==> config.mk <==
export PLATFORM = sky130hd
export DESIGN_NAME = l1i_req_stage
export DESIGN_NICKNAME = d
export VERILOG_FILES = /design/src/mem_types_pkg.sv /design/src/l1i_pkg.sv /design/src/l1i_req_stage.sv
export SDC_FILE = /design/constraint.sdc
export NUM_CORES = 1
export LEC_CHECK = 0
export BUFFER_PORTS_ARGS = -buffer_cell sky130_fd_sc_hd__buf_4
export CORE_UTILIZATION = 30
export DETAILED_ROUTE_END_ITERATION = 10
export SYNTH_ARGS = -nofsm -noshare
export SYNTH_HDL_FRONTEND = slang
export SYNTH_SLANG_ARGS = --single-unit
==> constraint.sdc <==
create_clock -name clk_in -period 1.7 [get_ports clk_in]
set_clock_uncertainty 0.05 [all_clocks]
set_input_delay 0.085 -clock clk_in [delete_from_list [all_inputs] [get_ports clk_in]]
set_output_delay 0.085 -clock clk_in [all_outputs]
set_load 0.01 [all_outputs]
==> src/mem_types_pkg.sv <==
package mem_types_pkg;

  // physical address and line geometry
  localparam int PADDR_BITS  = 32;
  localparam int LINE_BYTES  = 64;
  localparam int OFFSET_BITS = $clog2(LINE_BYTES);  // 6 for a 64 byte line
  localparam int LINE_BITS   = 8 * LINE_BYTES;

  // one full cache line, byte 0 in the low bits
  typedef logic [LINE_BITS-1:0] line_t;

  // an address seen as line number plus byte offset
  typedef struct packed {
    logic [PADDR_BITS-OFFSET_BITS-1:0] line_num;
    logic [OFFSET_BITS-1:0]            offset;
  } paddr_split_t;

  // the same 32 bits, either flat or split
  typedef union packed {
    logic [PADDR_BITS-1:0] word;
    paddr_split_t          split;
  } paddr_u;

  // line aligned read address toward the llc
  typedef logic [PADDR_BITS-1:0] llc_req_t;

  // a returned line together with its address
  typedef struct packed {
    paddr_u addr;
    line_t  data;
  } llc_fill_t;

endpackage

==> src/l1i_pkg.sv <==
package l1i_pkg;

  // request payload moving from the req stage into lookup
  typedef struct packed {
    mem_types_pkg::paddr_u addr;
  } fetch_req_t;

  // lookup result handed to the response stage
  typedef struct packed {
    mem_types_pkg::paddr_u addr;
    logic                  hit;
    mem_types_pkg::line_t  data;  // meaningful only when hit is set
  } lookup_t;

  // response stage FSM
  typedef enum logic [1:0] {
    IDLE,
    SEND_REQ,   // miss request held toward the llc
    WAIT_FILL,  // waiting for the line to come back
    SEND_RESP   // line held toward l0
  } resp_state_e;

endpackage

==> src/l1i_req_stage.sv <==
`timescale 1ns/1ps

module l1i_req_stage (
  input  logic                  clk_in,
  input  logic                  rst_N_in,
  input  logic                  l0_valid_in,
  input  mem_types_pkg::paddr_u l0_addr_in,
  input  logic                  s2_take,
  output logic                  l0_ready_out,
  output logic                  s1_valid,
  output l1i_pkg::fetch_req_t   s1_req
);

  logic                ready_q;  // low through reset, high from the next cycle on
  logic                held_valid;
  l1i_pkg::fetch_req_t held_req;
  logic                load;

  // a new request may enter while the old one moves on
  assign l0_ready_out = ready_q && (!held_valid || s2_take);
  assign load         = l0_valid_in && l0_ready_out;

  always_ff @(posedge clk_in) begin
    if (!rst_N_in) begin
      ready_q    <= 1'b0;
      held_valid <= 1'b0;
    end else begin
      ready_q <= 1'b1;
      if (load) begin
        held_valid <= 1'b1;
      end else if (s2_take) begin
        held_valid <= 1'b0;  // entry left for lookup
      end
    end
  end

  always_ff @(posedge clk_in) begin
    if (load) begin
      held_req.addr <= l0_addr_in;
    end
  end

  assign s1_valid = held_valid;
  assign s1_req   = held_req;

  // an offered request must not change until lookup takes it
  a_s1_stable: assert property (
    @(posedge clk_in) disable iff (!rst_N_in)
    (s1_valid && !s2_take) |=> (s1_valid && $stable(s1_req))
  );

endmodule

==> metrics.md <==
| Metric | Value |
|---|---|
| CTS buffer count | 5 |
| WL final | about 2400 µm |
| Share of cells above drive strength 1 | 54.61% |
| Clock-pin slew on the worst setup and hold paths | between 0.1 and 0.15 ns |
| Remaining global-route overflow | 0 |
| Clock root cell | clkbuf_4 |
| Hold path startpoint | l0_valid_in |
| Placed insts | ~160 |
| # Post-CTS Setup Buffers | 0 |
| R2R depth | 3 |
| Clock tree buffer depth | 2 |
| Area grow syn2layout | 99.76% |
| Initial core utilization | 31.36% |
| Via count | 778 |
| Hold Path Class | in2reg |
| Vias in the first global route | roughly 830 |
| Worst setup SP type | input pin |
| Slew margin rel. | 88.39% |
| Max-cap viol count | 0 |
| Static leakage | 0.8885 nW |
| Final hold violation count | 0 |
| H-tree levels | 2 |
| Non-filler cells, final | roughly 200 |
| IO Pins | 70 |
| Worst R2R End | s1_valid |
| Largest net degree at the start of global routing | 33 |
| Drt drc | 0 |
| Clk Latency, worst-skew pair | between 0.3 and 0.4 ns |
| Crit path launch | s2_take |
| DRT iter0 DRCs | 20 |
| Crit. End Element | flop |
| Core area | 3363 µm² |
| Cell count after synthesis | 39 |
| DR pass1 iterations | 4 |
| Per-cell routed wire length | between 10 and 15 µm |
| RR Startpoint | ready_q |
| Period minus WS final | roughly 1.3 ns |
| Placement Setup Slack | about 0.56 ns |
| Worst EP required | between 1.5 and 2 ns |
| CTS Sinks | 34 |
| Filler Cell Count | 270 |
| Yosys cell types | 7 |
| Pwr Total | roughly 1.9 mW |
| Rows | 21 |
| R2r setup slk | around 0.46 ns |
| Placer Congestion | roughly 0.62 |
| Total global routing track utilization | between 10% and 20% |
| Fin crit share | between 70% and 80% |
| TritonCTS clock tree | done |
| Status | finished, final reports clean |
| ANT cells | 0 |
| Slew @ Worst Pin | between 0.15 and 0.2 ns |
| Fmax | ~750 MHz |
| Max Slew Vio Count | 0 |
| Ys Warns | 0 |
| Post-Syn Area | between 1000 and 1500 µm² |
| Fin worst setup slack | about 0.36 ns |
| Finished Cell Area | 2107 µm² |
| Placed cell area | around 1700 µm² |
| RSZ-0062 raised after global routing | false |
| Layout Nets | ~190 |
| Width of the die | around 60 µm |
| Critical Path AT | about 1.6 ns |
| Die area | 3757 µm² |
| First-pass GRT wire length | 3415 µm |
| Pwr/cell area | 914.7 nW/µm² |
| Port bufs | between 60 and 70 |
| CP max FO | 3 |
| Initial antenna violation count | 0 |
| Fin Setup TNS | 0 ns |
| Peak supply drop | approximately 0.67 mV |
| End of the critical path | s1_valid |
| Net Count, Synth | between 70 and 80 |
| Register area share after synthesis | 94.90% |
| Synth Register Bits | 34 |
| Crit path kind | in2reg |
| Final ANT Viol Nets | 0 |
| Die Y | 61.30 µm |
| Synth Area per Inst | 27.05 µm² |
| Final Setup Violations | 0 |
| Vias per cell | 3.929 |
[layer usage]
layer,vias up,track usage [%],part of all wire [%]
met5,-,0,0
met2,47,24.38,54
met1,351,13.07,34
met3,4,6.933,10
li1,376,-,-
met4,0,7.792,1.1
[flip-flops by register name, indices dropped and copies added (netlist names)]
name and flops:
ready_q 1, s1_valid 1, s1_req 32
[where the power goes]
part           internal (mW)  total, mW  switching (mW)
registers              0.957      0.968          0.0106
logic                  0.153      0.227          0.0739
clock network          0.460      0.733           0.273
total                   1.57       1.93           0.357
[cell families (layout without fill, tap and decap cells)]
group	Yosys count	in the layout	synth area share, %
compound gates	1	1	1.068
simple gates	4	4	4.033
buf+inv	0	113	0
flops	34	34	94.90
[layout by cell type, fill, tap and decap left out, drive strengths merged]
cell,Yosys,final
edfxtp,32,32
dfxtp,2,2
nand2b,1,1
dlygate4sd3,0,35
bufinv,0,2
nand2,1,1
nor2b,1,1
buf,0,70
clkbuf,0,5
and2,1,1
a21boi,1,1
clkinv,0,1
[layout make-up]
cell class,count,area (µm²),share of cell area (%)
Tap cell,46,57.56,2.732
Sequential cell,34,1001,47.51
Multi-Input combinational cell,5,53.80,2.553
Timing Repair Buffer,105,888.4,42.16
Clock buffer,5,37.54,1.781
Clock inverter,3,68.82,3.266
[cells in the mapped netlist]
cell type	count	area, µm²
edfxtp_1	32	960.9
dfxtp_1	2	40.04
a21boi_2	1	11.26
and2_4	1	8.760
nand2_2	1	6.260
nand2b_4	1	13.76
nor2b_4	1	13.76
[worst min path at each step]
stage                      end  slack [ns]  cells after the start
floorplan              ready_q        0.06                      0
global placement       ready_q        0.15                      1
detailed placement     ready_q        0.15                      1
CTS                  s1_req[1]        0.28                      4
global route        s1_req[23]        0.28                      4
finish               s1_req[1]        0.29                      4
[per-stage QoR]
stage	util (%)	hold WS [ns]
finish	62.65	0.2937
CTS	62.65	0.2799
global route	62.65	0.2842
detailed placement	49.07	0.1527
global placement	49.07	0.1474
floorplan	-	0.06272
[worst max-delay path: stages]
cell and delay, ns:
dlygate4sd3_1 0.54, buf_4 0.13, nand2b_4 0.14, a21boi_2 0.11
dlygate4sd3_1 0.56
[repair_timing]
action,in CTS,in global routing
hold buffers,35,0
resized for setup,0,0
hold endpoints to repair,34,0
Note: power is estimated with default switching activity, not from simulation.
